<file path="config.mk">
export PLATFORM = sky130hd
export DESIGN_NAME = memtest_top
export DESIGN_NICKNAME = d
export VERILOG_FILES = /design/src/logic/memtest_pkg.sv /design/src/logic/mig_app_pkg.sv /design/src/logic/memtest_top.sv /design/src/logic/burst_sweeper.sv /design/src/logic/size_probe.sv /design/src/logic/pattern_lfsr.sv
export SDC_FILE = /design/constraint.sdc
export NUM_CORES = 1
export LEC_CHECK = 0
export BUFFER_PORTS_ARGS = -buffer_cell sky130_fd_sc_hd__buf_2
export CAP_MARGIN = 20
export CORE_MARGIN = 4
export CORE_UTILIZATION = 33
export DETAILED_ROUTE_END_ITERATION = 16
export PLACE_DENSITY = 0.64
export SYNTH_ARGS = -nofsm -noshare
export SYNTH_HDL_FRONTEND = slang
export SYNTH_SLANG_ARGS = --single-unit
</file>
<file path="constraint.sdc">
create_clock -name clk -period 4.2 [get_ports clk]
set_input_delay 0.84 -clock clk [delete_from_list [all_inputs] [get_ports clk]]
set_output_delay 0.84 -clock clk [all_outputs]
set_load 0.005 [all_outputs]
</file>
<file path="src/logic/memtest_pkg.sv">
package memtest_pkg;

  // tester phases in run order
  typedef enum logic [2:0] {
    wait_init = 3'd0,
    probe     = 3'd1,
    fill      = 3'd2,
    check     = 3'd3,
    inv_fill  = 3'd4,
    inv_check = 3'd5,
    fail      = 3'd6,
    done      = 3'd7
  } phase_e;

  typedef struct packed {
    logic done;
    logic pass;
    logic half_size;
    logic probe_error;
  } status_t;

  // marker written at address 0
  localparam logic [127:0] MARKER_LOW = 128'h5A01_23FA_4567_89AB_CDEF_0123_4567_89AB;

  // marker written with the top address bit set
  localparam logic [127:0] MARKER_HIGH = 128'h5329_0AB2_FA05_00FF_89AB_CDEF_0123_4567;

  // start value of the sweep pattern
  localparam logic [127:0] PATTERN_SEED = 128'h0123_4567_890A_BCDE_FEDC_BA98_7654_3210;

  // settle time after calibration, in cycles
  localparam int CALIB_WAIT = 256;

endpackage

</file>
<file path="src/logic/mig_app_pkg.sv">
package mig_app_pkg;

  // beat width of the native application port
  localparam int APP_DATA_W = 128;

  // widest address the port carries
  localparam int ADDR_MAX = 27;

  // one command moves 8 beats, 64 address units
  localparam int BURST_BEATS = 8;
  localparam int BURST_STRIDE = 64;

  typedef enum logic [2:0] {
    APP_CMD_WRITE = 3'd0,
    APP_CMD_READ  = 3'd1
  } app_cmd_e;

  // flat count seen by the tester, split into bank/row/col for the port.
  // col comes from the low bits and bank sits just above it, so the top
  // count bit lands in the row field
  typedef union packed {
    logic [ADDR_MAX-1:0] linear;
    struct packed {
      logic [13:0] row;
      logic [2:0]  bank;
      logic [9:0]  col;
    } fields;
  } app_addr_u;

  typedef struct packed {
    logic                  cmd_en;
    app_cmd_e              cmd;
    logic [ADDR_MAX-1:0]   addr;
    logic [5:0]            burst_number;
    logic                  wdata_en;
    logic                  wdata_end;
    logic [APP_DATA_W-1:0] wdata;
  } app_req_t;

  typedef struct packed {
    logic                  cmd_rdy;
    logic                  wdata_rdy;
    logic                  rdata_valid;
    logic                  rdata_end;
    logic [APP_DATA_W-1:0] rdata;
  } app_rsp_t;

  // port word is bank, row, col from the top down
  function automatic logic [ADDR_MAX-1:0] port_addr(app_addr_u a);
    return {a.fields.bank, a.fields.row, a.fields.col};
  endfunction

endpackage
</file>
<file path="src/logic/memtest_top.sv">
`timescale 1ns/100ps

module memtest_top #(
  parameter int ADDR_W = 27
) (
  input  logic                  clk,
  input  logic                  rstn,
  input  logic                  init_calib_complete_i,
  input  mig_app_pkg::app_rsp_t app_rsp_i,
  output mig_app_pkg::app_req_t app_req_o,
  output memtest_pkg::phase_e   phase_o,
  output memtest_pkg::status_t  status_o
);

  localparam int CNT_W = $clog2(memtest_pkg::CALIB_WAIT);
  localparam logic [CNT_W-1:0] CNT_LAST = CNT_W'(memtest_pkg::CALIB_WAIT - 1);

  memtest_pkg::phase_e   phase;
  logic [CNT_W-1:0]      calib_cnt;
  logic                  start_q;
  logic                  fail_seen;
  logic                  probe_err;
  logic                  invert;
  mig_app_pkg::app_req_t probe_req;
  mig_app_pkg::app_req_t sweep_req;
  logic                  probe_done;
  logic                  probe_ok;
  logic                  half_size;
  logic                  sweep_done;
  logic                  sweep_mismatch;

  assign invert = (phase == memtest_pkg::inv_fill) || (phase == memtest_pkg::inv_check);

  size_probe #(
    .ADDR_W (ADDR_W)
  ) u_probe (
    .clk                   (clk),
    .rstn                  (rstn),
    .init_calib_complete_i (init_calib_complete_i),
    .app_rsp_i             (app_rsp_i),
    .probe_req_o           (probe_req),
    .probe_done_o          (probe_done),
    .probe_ok_o            (probe_ok),
    .half_size_o           (half_size)
  );

  burst_sweeper #(
    .ADDR_W (ADDR_W)
  ) u_sweeper (
    .clk              (clk),
    .rstn             (rstn),
    .start_i          (start_q),
    .invert_i         (invert),
    .half_size_i      (half_size),
    .app_rsp_i        (app_rsp_i),
    .sweep_req_o      (sweep_req),
    .sweep_done_o     (sweep_done),
    .sweep_mismatch_o (sweep_mismatch)
  );

  always_ff @(posedge clk or negedge rstn) begin
    if (!rstn) begin
      phase     <= memtest_pkg::wait_init;
      calib_cnt <= '0;
      start_q   <= 1'b0;
      fail_seen <= 1'b0;
      probe_err <= 1'b0;
    end else begin
      start_q <= 1'b0;
      case (phase)
        memtest_pkg::wait_init: begin
          // tracks the probe's own settle count edge for edge
          if (!init_calib_complete_i) begin
            calib_cnt <= '0;
          end else if (calib_cnt == CNT_LAST) begin
            phase <= memtest_pkg::probe;
          end else begin
            calib_cnt <= calib_cnt + 1'b1;
          end
        end
        memtest_pkg::probe: begin
          if (probe_done) begin
            if (probe_ok) begin
              phase   <= memtest_pkg::fill;
              start_q <= 1'b1;
            end else begin
              phase     <= memtest_pkg::done;
              probe_err <= 1'b1;
            end
          end
        end
        memtest_pkg::fill: begin
          if (sweep_done) begin
            phase   <= memtest_pkg::check;
            start_q <= 1'b1;
          end
        end
        memtest_pkg::check: begin
          if (sweep_mismatch) begin
            phase     <= memtest_pkg::fail;
            fail_seen <= 1'b1;
          end else if (sweep_done) begin
            phase   <= memtest_pkg::inv_fill;
            start_q <= 1'b1;
          end
        end
        memtest_pkg::inv_fill: begin
          if (sweep_done) begin
            phase   <= memtest_pkg::inv_check;
            start_q <= 1'b1;
          end
        end
        memtest_pkg::inv_check: begin
          if (sweep_mismatch) begin
            phase     <= memtest_pkg::fail;
            fail_seen <= 1'b1;
          end else if (sweep_done) begin
            phase <= memtest_pkg::done;
          end
        end
        memtest_pkg::fail: begin
          phase <= memtest_pkg::done;
        end
        default: begin
        end
      endcase
    end
  end

  // probe owns the port only while probing
  assign app_req_o = (phase == memtest_pkg::probe) ? probe_req : sweep_req;
  assign phase_o   = phase;

  always_comb begin
    status_o.done        = phase == memtest_pkg::done;
    status_o.pass        = (phase == memtest_pkg::done) && !fail_seen && !probe_err;
    status_o.half_size   = half_size;
    status_o.probe_error = probe_err;
  end

endmodule

</file>
<file path="src/logic/burst_sweeper.sv">
`timescale 1ns/100ps

module burst_sweeper #(
  parameter int ADDR_W = 27
) (
  input  logic                  clk,
  input  logic                  rstn,
  input  logic                  start_i,
  input  logic                  invert_i,
  input  logic                  half_size_i,
  input  mig_app_pkg::app_rsp_t app_rsp_i,
  output mig_app_pkg::app_req_t sweep_req_o,
  output logic                  sweep_done_o,
  output logic                  sweep_mismatch_o
);

  localparam int BEAT_W = $clog2(mig_app_pkg::BURST_BEATS);
  localparam logic [BEAT_W-1:0] LAST_BEAT = BEAT_W'(mig_app_pkg::BURST_BEATS - 1);
  localparam logic [ADDR_W:0] STRIDE = (ADDR_W + 1)'(mig_app_pkg::BURST_STRIDE);

  typedef enum logic [2:0] {
    st_idle,
    st_wdata,
    st_wcmd,
    st_rcmd,
    st_rdata
  } sweep_state_e;

  sweep_state_e                       state;
  logic                               check_mode;
  logic [ADDR_W-1:0]                  addr_cnt;
  logic [ADDR_W:0]                    next_addr;
  logic                               last_burst;
  logic [BEAT_W-1:0]                  beat_cnt;
  logic                               cmd_en_q;
  logic                               wdata_en_q;
  logic                               cmd_acc;
  logic                               wdata_acc;
  logic                               beat_bad;
  logic                               lfsr_step;
  logic [127:0]                       lfsr_word;
  logic [mig_app_pkg::APP_DATA_W-1:0] expect_word;
  mig_app_pkg::app_addr_u             burst_addr;

  pattern_lfsr u_pattern (
    .clk    (clk),
    .rstn   (rstn),
    .load_i (start_i),
    .step_i (lfsr_step),
    .word_o (lfsr_word)
  );

  // same word is written in a fill and expected in the check
  assign expect_word = lfsr_word ^ {mig_app_pkg::APP_DATA_W{invert_i}};

  assign cmd_acc   = cmd_en_q && app_rsp_i.cmd_rdy;
  assign wdata_acc = wdata_en_q && app_rsp_i.wdata_rdy;
  assign beat_bad  = app_rsp_i.rdata != expect_word;
  assign lfsr_step = wdata_acc || (state == st_rdata && app_rsp_i.rdata_valid && !beat_bad);

  // sweep end is the first carry into the size limit bit
  assign next_addr  = {1'b0, addr_cnt} + STRIDE;
  assign last_burst = half_size_i ? next_addr[ADDR_W-1] : next_addr[ADDR_W];

  always_ff @(posedge clk or negedge rstn) begin
    if (!rstn) begin
      state            <= st_idle;
      check_mode       <= 1'b0;
      addr_cnt         <= '0;
      beat_cnt         <= '0;
      cmd_en_q         <= 1'b0;
      wdata_en_q       <= 1'b0;
      sweep_done_o     <= 1'b0;
      sweep_mismatch_o <= 1'b0;
    end else begin
      sweep_done_o     <= 1'b0;
      sweep_mismatch_o <= 1'b0;
      if (start_i) begin
        addr_cnt <= '0;
        beat_cnt <= '0;
        state    <= check_mode ? st_rcmd : st_wdata;
      end else begin
        case (state)
          st_wdata: begin
            wdata_en_q <= !wdata_en_q && app_rsp_i.wdata_rdy;
            if (wdata_acc) begin
              beat_cnt <= beat_cnt + 1'b1;
              if (beat_cnt == LAST_BEAT) begin
                state <= st_wcmd;
              end
            end
          end
          st_wcmd: begin
            cmd_en_q <= !cmd_en_q && app_rsp_i.cmd_rdy;
            if (cmd_acc) begin
              if (last_burst) begin
                sweep_done_o <= 1'b1;
                check_mode   <= 1'b1;
                state        <= st_idle;
              end else begin
                addr_cnt <= next_addr[ADDR_W-1:0];
                state    <= st_wdata;
              end
            end
          end
          st_rcmd: begin
            cmd_en_q <= !cmd_en_q && app_rsp_i.cmd_rdy;
            if (cmd_acc) begin
              state <= st_rdata;
            end
          end
          st_rdata: begin
            if (app_rsp_i.rdata_valid) begin
              if (beat_bad) begin
                // stop on the first bad beat, rest of the burst is dropped
                sweep_mismatch_o <= 1'b1;
                state            <= st_idle;
              end else begin
                beat_cnt <= beat_cnt + 1'b1;
                if (beat_cnt == LAST_BEAT) begin
                  if (last_burst) begin
                    sweep_done_o <= 1'b1;
                    check_mode   <= 1'b0;
                    state        <= st_idle;
                  end else begin
                    addr_cnt <= next_addr[ADDR_W-1:0];
                    state    <= st_rcmd;
                  end
                end
              end
            end
          end
          default: begin
          end
        endcase
      end
    end
  end

  always_comb begin
    burst_addr                     = '0;
    burst_addr.linear[ADDR_W-1:0]  = addr_cnt;
    sweep_req_o.cmd_en             = cmd_en_q;
    sweep_req_o.cmd                = check_mode ? mig_app_pkg::APP_CMD_READ
                                                : mig_app_pkg::APP_CMD_WRITE;
    sweep_req_o.addr               = mig_app_pkg::port_addr(burst_addr);
    sweep_req_o.burst_number       = 6'(mig_app_pkg::BURST_BEATS - 1);
    sweep_req_o.wdata_en           = wdata_en_q;
    // each beat is a full burst on the port
    sweep_req_o.wdata_end          = wdata_en_q;
    sweep_req_o.wdata              = expect_word;
  end

endmodule

</file>
<file path="src/logic/size_probe.sv">
`timescale 1ns/100ps

module size_probe #(
  parameter int ADDR_W = 27
) (
  input  logic                  clk,
  input  logic                  rstn,
  input  logic                  init_calib_complete_i,
  input  mig_app_pkg::app_rsp_t app_rsp_i,
  output mig_app_pkg::app_req_t probe_req_o,
  output logic                  probe_done_o,
  output logic                  probe_ok_o,
  output logic                  half_size_o
);

  localparam int CNT_W = $clog2(memtest_pkg::CALIB_WAIT);
  localparam logic [CNT_W-1:0] CNT_LAST = CNT_W'(memtest_pkg::CALIB_WAIT - 1);

  typedef enum logic [2:0] {
    p_calib,
    p_wdata,
    p_wcmd,
    p_rcmd,
    p_rwait,
    p_idle
  } probe_state_e;

  probe_state_e           state;
  logic [CNT_W-1:0]       calib_cnt;
  logic                   hi_sel;
  logic                   cmd_en_q;
  logic                   wdata_en_q;
  logic                   cmd_acc;
  logic                   wdata_acc;
  logic                   is_low;
  logic                   is_high;
  mig_app_pkg::app_addr_u probe_addr;

  assign cmd_acc   = cmd_en_q && app_rsp_i.cmd_rdy;
  assign wdata_acc = wdata_en_q && app_rsp_i.wdata_rdy;
  assign is_low    = app_rsp_i.rdata == memtest_pkg::MARKER_LOW;
  assign is_high   = app_rsp_i.rdata == memtest_pkg::MARKER_HIGH;

  always_ff @(posedge clk or negedge rstn) begin
    if (!rstn) begin
      state        <= p_calib;
      calib_cnt    <= '0;
      hi_sel       <= 1'b0;
      cmd_en_q     <= 1'b0;
      wdata_en_q   <= 1'b0;
      probe_done_o <= 1'b0;
      probe_ok_o   <= 1'b0;
      half_size_o  <= 1'b0;
    end else begin
      probe_done_o <= 1'b0;
      probe_ok_o   <= 1'b0;
      case (state)
        p_calib: begin
          // any drop in calibration restarts the wait
          if (!init_calib_complete_i) begin
            calib_cnt <= '0;
          end else if (calib_cnt == CNT_LAST) begin
            state <= p_wdata;
          end else begin
            calib_cnt <= calib_cnt + 1'b1;
          end
        end
        p_wdata: begin
          wdata_en_q <= !wdata_en_q && app_rsp_i.wdata_rdy;
          if (wdata_acc) begin
            state <= p_wcmd;
          end
        end
        p_wcmd: begin
          cmd_en_q <= !cmd_en_q && app_rsp_i.cmd_rdy;
          if (cmd_acc) begin
            // low marker first, then the high one, then read back
            hi_sel <= !hi_sel;
            state  <= hi_sel ? p_rcmd : p_wdata;
          end
        end
        p_rcmd: begin
          cmd_en_q <= !cmd_en_q && app_rsp_i.cmd_rdy;
          if (cmd_acc) begin
            state <= p_rwait;
          end
        end
        p_rwait: begin
          if (app_rsp_i.rdata_valid) begin
            probe_done_o <= 1'b1;
            probe_ok_o   <= is_low || is_high;
            // high marker at address 0 means the top bit is ignored
            half_size_o  <= is_high;
            state        <= p_idle;
          end
        end
        default: begin
        end
      endcase
    end
  end

  always_comb begin
    probe_addr                    = '0;
    probe_addr.linear[ADDR_W-1]   = hi_sel;
    probe_req_o.cmd_en            = cmd_en_q;
    probe_req_o.cmd               = (state == p_rcmd) ? mig_app_pkg::APP_CMD_READ
                                                      : mig_app_pkg::APP_CMD_WRITE;
    probe_req_o.addr              = mig_app_pkg::port_addr(probe_addr);
    // single beat per marker
    probe_req_o.burst_number      = 6'd0;
    probe_req_o.wdata_en          = wdata_en_q;
    probe_req_o.wdata_end         = wdata_en_q;
    probe_req_o.wdata             = hi_sel ? memtest_pkg::MARKER_HIGH
                                           : memtest_pkg::MARKER_LOW;
  end

endmodule

</file>
<file path="src/logic/pattern_lfsr.sv">
`timescale 1ns/100ps

module pattern_lfsr (
  input  logic         clk,
  input  logic         rstn,
  input  logic         load_i,
  input  logic         step_i,
  output logic [127:0] word_o
);

  logic [127:0] lfsr;
  logic         feedback;

  // taps 68, 67, 66, 63 into bit 0
  assign feedback = lfsr[68] ^ lfsr[67] ^ lfsr[66] ^ lfsr[63];

  always_ff @(posedge clk or negedge rstn) begin
    if (!rstn) begin
      lfsr <= memtest_pkg::PATTERN_SEED;
    end else if (load_i) begin
      // restart the sequence for a new sweep
      lfsr <= memtest_pkg::PATTERN_SEED;
    end else if (step_i) begin
      lfsr <= {lfsr[126:0], feedback};
    end
  end

  assign word_o = lfsr;

endmodule

</file>
# Yosys cells after proc, flatten, opt, wreduce, memory -nomap -nowiden
# Cells that the tools add are included.
# W data, S select, Z words.
# word_totals
ff_bits	197
input_bits	135
output_inout_bits	174
word_cells	213
# op_classes
add_sub_neg	4
n_eq_ne	50
mux	81
n_bitwise	6
reduce_logical	50
# op_table
op	n
$eq A128 B127 Y1 const B	2
$mux W128	2
$mux W167	1
$mux W27	6
$ne A128 B128 Y1	1
$xor A128 B128 Y128	1
$mux W124	1
$mux W3	28
$pmux W27 S2	1
$mux W8	4
$add A27 B7 Y28 const B	1
$mux W1	28
$eq A3 B3 Y1 const B	7
$pmux W3 S7	1
$ne A2 B1 Y1 const B	10
$eq A3 B2 Y1 const B	6
$ne A2 B2 Y1 const B	9
$add A8 B1 Y8 const B	2
$eq A8 B8 Y1 const B	2
$reduce_and A8 Y1	2
$pmux W3 S5	1
$reduce_and A2 Y1	7
$reduce_and A7 Y1	2
$logic_and A1 B1 Y1	12
other kinds (24)	54

# Longest topological paths before layout
# logic_depth
ltp_word	9
ltp_mapped	13
ltp_nobuf	9

# Hierarchy
# From an unflattened synthesis, not the netlist that was laid out.
# hier_totals
hier_cells	1680
area_unflattened_um2	16549.6
# by_module_without_submodules
module	n_inst	cells_each	area_each_um2	seq_area_each_um2
pattern_lfsr	1	422	5405.2	3278.1
burst_sweeper	1	649	5262.5	800.8
memtest_top	1	280	3294.4	350.3
size_probe	1	329	2587.5	425.4

# Worst setup path before layout
# No wires, ideal clock.
# synth_timing
kind	input-to-reg
startpoint	in app_rsp_i[4] in the netlist's numbering
endpoint	reg u_sweeper.u_pattern.lfsr[0] (netlist: u_sweeper.u_pattern.word_o[0])
setup_ps	128
arrival_ps	3184
required_ps	4072
path_slack_ps	889
cell_stages	10
path_buffers	2
cell_sequence	xor2_1 -> or4_1 -> mux2i_1 -> o2111ai_1 -> nor4_4 -> nand2_2 -> o21ai_1 -> buf_4 -> buf_4 -> mux2_1
# synth_between
elab_chain_len	5
# synth_lines
item	line	rtl
start, declared	memtest_top.sv:9	input mig_app_pkg::app_rsp_t app_rsp_i,
$ne A128 B128 Y1	burst_sweeper.sv:58	assign beat_bad = app_rsp_i.rdata != expect_word;
$logic_not A1 Y1	burst_sweeper.sv:59	assign lfsr_step = wdata_acc || (state == st_rdata && app_rsp_i.rdata_valid && !beat_bad);
$logic_and A1 B1 Y1	burst_sweeper.sv:59	
$logic_or A1 B1 Y1	burst_sweeper.sv:59	
$reduce_bool A2 Y1 (no source line)	-	
end signal, assigned	pattern_lfsr.sv:19	lfsr <= memtest_pkg::PATTERN_SEED;
end signal, assigned	pattern_lfsr.sv:22	lfsr <= memtest_pkg::PATTERN_SEED;
end signal, assigned	pattern_lfsr.sv:24	lfsr <= {lfsr[126:0], feedback};
end, declared	pattern_lfsr.sv:11	logic [127:0] lfsr;
# No other way between the ends.
# A chain may end at the register's enable or synchronous reset.

==> impl_metrics.sql <==
INSERT INTO impl_metrics (metric_group, metric, value, unit) VALUES
('floorplan', 'io-pin-count', '309', ''),
('power_and_ir_drop', 'total_power', '12.1', 'mW'),
('route', 'detailedRoute.firstIterationViolations', '1249', ''),
('sta', 'timing.max_slew.rel_slack', '30.3', '%'),
('synthesis', 'number_of_flops_mapped_to_enable_cells_by_yosys', '0', ''),
('critical_path', 'cp_cell_sequence', 'buf_4, nor2b_4, buf_4, buf_4, xnor2_1, a21oi_1, buf_2', ''),
('sta', 'final.setup.tns', '0', 'ns'),
('synthesis', 'synth_cell_type_count', '62', ''),
('finish', 'flow.area_growth_from_synthesis', '19.5', '%'),
('synthesis', 'top_flip_flop_cell_by_instance_count_after_synthesis', 'sky130_fd_sc_hd__dfrtp_1', ''),
('sta', 'fin_crit_sh', '94.7', '%'),
('sta', 'final_hold_viol_count', '0', ''),
('sta', 'finalClockSkew', '0.0164', 'ns'),
('grt', 'wire_length_of_the_first_global_routing_pass', '77600', 'um'),
('clock_network', 'max-clock-path-buffers', '2', ''),
('clock_network', 'cts_buffers', '17', ''),
('placement', 'placement.io_buffers', '296', ''),
('critical_path', 'launch_point_of_the_worst_path', 'phase_o[1]', ''),
('synthesis', 'syn_area_per_cell', '8.83', 'um2'),
('floorplan', 'die_y', '213', 'um'),
('route', 'drc', '0', ''),
('clock_network', 'cts.hold.buffers_added', '0', ''),
('grt', 'grt_pass1_vias', '12500', ''),
('sta', 'rsz0062_at_grt', 'false', ''),
('critical_path', 'r2r_start', 'phase_o[1]', ''),
('synthesis', 'yosys_warnings', '0', ''),
('critical_path', 'cp_max_fo', '52', ''),
('placement', 'detailedPlace.worstSlack', '0.137', 'ns'),
('route', 'drt_pass1_iterations', '5', ''),
('placement', 'place_congestion', '0.961', ''),
('floorplan', 'rows', '74', ''),
('grt', 'antenna_violations_before_repair', '16', ''),
('worst_hold_path', 'min-delay-path-class', 'in2async', ''),
('route', 'wire_length_reported_by_the_detailed_router', '52900', 'um'),
('critical_path', 'timing.critical_path.slowest_stage_cell', 'sky130_fd_sc_hd__buf_4', ''),
('critical_path', 'critical_path_required', '3.36', 'ns'),
('clock_network', 'cts_resized', '0', ''),
('status', 'status', 'finished, final reports clean', ''),
('critical_path', 'crit_top_cell', 'sky130_fd_sc_hd__buf_4', ''),
('sta', 'report.final.slew_viol_count', '0', ''),
('clock_network', 'tritoncts', 'done', ''),
('critical_path', 'crit_arrival', '3.14', 'ns'),
('clock_network', 'worst_setup_hold_path_clk_slew', '0.08', 'ns'),
('sta', 'setup_slack', '0.225', 'ns'),
('power_and_ir_drop', 'power_leakage', '7.51', 'nW'),
('floorplan', 'start_util', '33.6', '%'),
('synthesis', 'synth_cell_area', '0.0138', 'mm2'),
('route', 'final_antenna_net_count', '0', ''),
('route', 'vias_per_cell', '5.39', ''),
('clock_network', 'post-cts-setup-buffer-count', '0', ''),
('synthesis', 'synth-seq-cells', '191', ''),
('synthesis', 'synth_sequential_area_ratio', '35.2', '%'),
('grt', 'maximum_number_of_pins_on_one_net_before_global_route_repair', '87', ''),
('critical_path', 'critPathCaptureType', 'primary output', ''),
('sta', 'setup_violations', '0', ''),
('power_and_ir_drop', 'areal_power_density_over_the_cells', '735', 'mW/mm2'),
('clock_network', 'htreeDepth', '4', ''),
('clock_network', 'cts.sinks', '191', ''),
('synthesis', 'post_synth_inst_count', '1563', ''),
('clock_network', 'cts.root.buffer_cell', 'sky130_fd_sc_hd__clkbuf_16', ''),
('clock_network', 'clock_insertion_delay_worst_skew', '0.45', 'ns'),
('run', 'max-cap-violations', '0', ''),
('finish', 'final.fill_count', '4200', ''),
('floorplan', 'core', '0.0411', 'mm2'),
('grt', 'global_route.usage.total', '22.8', '%'),
('power_and_ir_drop', 'vdd_ir_drop_max', '436', 'uV'),
('critical_path', 'timing.setup.critical_path_class', 'reg2out', ''),
('floorplan', 'die_outline_width', '213', 'um'),
('critical_path', 'max_stage_delay', '0.67', 'ns'),
('route', 'avgRoutedWirePerCell', '22.2', 'um'),
('finish', 'finalInstanceArea', '0.0165', 'mm2'),
('placement', 'placedInstanceArea', '0.0159', 'mm2'),
('sta', 'timing.final.crit_period', '3.98', 'ns'),
('placement', 'dp_hpwl', '41800', 'um'),
('finish', 'final_net_count', '1968', ''),
('synthesis', 'postSynth.asyncResetShare', '100', '%'),
('finish', 'drive_above_1_share', '25.6', '%'),
('critical_path', 'startpoint_type', 'flop', ''),
('sta', 'worst_pin_slew', '1.04', 'ns'),
('floorplan', 'design.die.area', '0.0452', 'mm2'),
('route', 'via_count', '12800', ''),
('grt', 'grt.overflow.total', '0', ''),
('sta', 'max_freq', '0.252', 'GHz');
-- report_power, final --
group,total (mW),switching (mW),internal [mW]
Clock,1.62,0.820,0.797
Combinational,6.72,3.70,3.02
Sequential,3.79,1.06,2.74
-- path summary, 6_finish.rpt --
kind / endpoint / slack (ns) / depth (start not counted)
max: app_req_o[39] / 0.22 / 7
min in group clk: probe_err / 0.50 / 1
max reg2reg: u_sweeper.u_pattern.word_o[67] / 0.25 / 13
min: u_sweeper.u_pattern.word_o[73] / 0.45 / 1
min reg2reg: probe_err / 0.50 / 1
max in group asynchronous: u_sweeper.u_pattern.word_o[13] / 2.77 / 2
-- cell families after synthesis --
| group | Yosys count | synth area share (%) |
|---|---|---|
| other | 1 | 0.0272 |
| buffers and inverters | 179 | 5.73 |
| muxes | 174 | 13.4 |
| xor gates and xnor gates | 251 | 15.9 |
| and+or+nand+nor | 611 | 22.6 |
| DFF | 191 | 35.2 |
| adders and majority gates | 5 | 0.453 |
| AOI/OAI and AO/OA | 151 | 6.66 |
-- per-stage QoR --
stage	hold WS, ns	std cells	util, %
finish	0.449	2383	40.1
global route	0.510	2377	40.1
CTS	0.485	2373	40.1
detailed placement	0.491	2341	38.7
global placement	0.480	2341	38.7
floorplan	0.444	1573	-
-- area by class of cell --
type	count	area [um2]	area share, %
Sequential cell	191	4860	29.5
Multi-Input combinational cell	1203	8220	49.9
Clock buffer	18	439	2.66
Antenna cell	10	25.0	0.152
Timing Repair Buffer	340	1880	11.4
Inverter	75	283	1.71
Tap cell	532	666	4.03
Clock inverter	14	121	0.736
-- sequential cells by signal, indices dropped and copies added, names as in the netlist, 3 cells and up --
signal / cells
u_sweeper.u_pattern.word_o: 128
calib_cnt: 8
u_probe.calib_cnt: 8
u_probe.state: 3
u_sweeper.addr_cnt: 21
u_sweeper.state: 3
u_sweeper.beat_cnt: 3
phase_o: 3
-- Yosys cell counts (all sizes together), types with 3 or more instances --
| cell | instances | area, um2 |
|---|---|---|
| nor4bb | 3 | 30.0 |
| o2111ai | 8 | 70.1 |
| buf | 39 | 264 |
| a31oi | 6 | 37.5 |
| ha | 5 | 62.6 |
| nand4 | 39 | 244 |
| nand4b | 13 | 114 |
| and2 | 21 | 131 |
| a21oi | 82 | 410 |
| a22o | 4 | 35.0 |
| and3 | 11 | 68.8 |
| nor4 | 30 | 218 |
| nor2b | 54 | 338 |
| mux2 | 88 | 991 |
| nor4b | 11 | 96.3 |
| mux2i | 86 | 861 |
| or3 | 3 | 18.8 |
| nand2 | 141 | 532 |
| nand2b | 9 | 56.3 |
| clkbuf | 65 | 245 |
| nand3 | 38 | 195 |
| dfrtp | 131 | 3280 |
| xnor2 | 158 | 1380 |
| xor2 | 93 | 815 |
| inv | 75 | 282 |
| dfstp | 60 | 1580 |
| o21ai | 20 | 100 |
| nor3b | 3 | 22.5 |
| a211oi | 6 | 45.0 |
| o31ai | 6 | 45.0 |
| nor3 | 17 | 85.1 |
| or4 | 28 | 210 |
| nor2 | 181 | 679 |
-- worst max-delay path, delay by kind of cell, from the launching register on --
family / cells / cell delay (ns)
simple gates: 1 / 0.46
flops: 1 / 0.38
compound gates: 1 / 0.36
xor+xnor: 1 / 0.14
buf+inv: 4 / 1.33
-- placed cells by master, fill, tap and decap left out, types with 19 or more instances in the layout --
master and count:
sky130_fd_sc_hd__dfstp_2 60, sky130_fd_sc_hd__o21ai_0 19, sky130_fd_sc_hd__nor4_1 28, sky130_fd_sc_hd__nand4_1 39, sky130_fd_sc_hd__mux2_2 24, sky130_fd_sc_hd__nor2_1 180
sky130_fd_sc_hd__dfrtp_1 130, sky130_fd_sc_hd__mux2i_1 86, sky130_fd_sc_hd__nand2_1 140, sky130_fd_sc_hd__and2_1 21, sky130_fd_sc_hd__nand3_1 37, sky130_fd_sc_hd__xor2_1 93
sky130_fd_sc_hd__buf_4 39, sky130_fd_sc_hd__a21oi_1 82, sky130_fd_sc_hd__xnor2_1 158, sky130_fd_sc_hd__nor2b_1 53, sky130_fd_sc_hd__or4_1 28, sky130_fd_sc_hd__buf_2 295
sky130_fd_sc_hd__mux2_1 64, sky130_fd_sc_hd__inv_1 74
-- routing by layer --
layer	GRT usage (%)	routed length (um)
met3	5.89	5220
met1	30.5	21700
met4	9.28	2170
met2	35.4	23700
met5	0	74
Power figures use the tool's default switching activity.
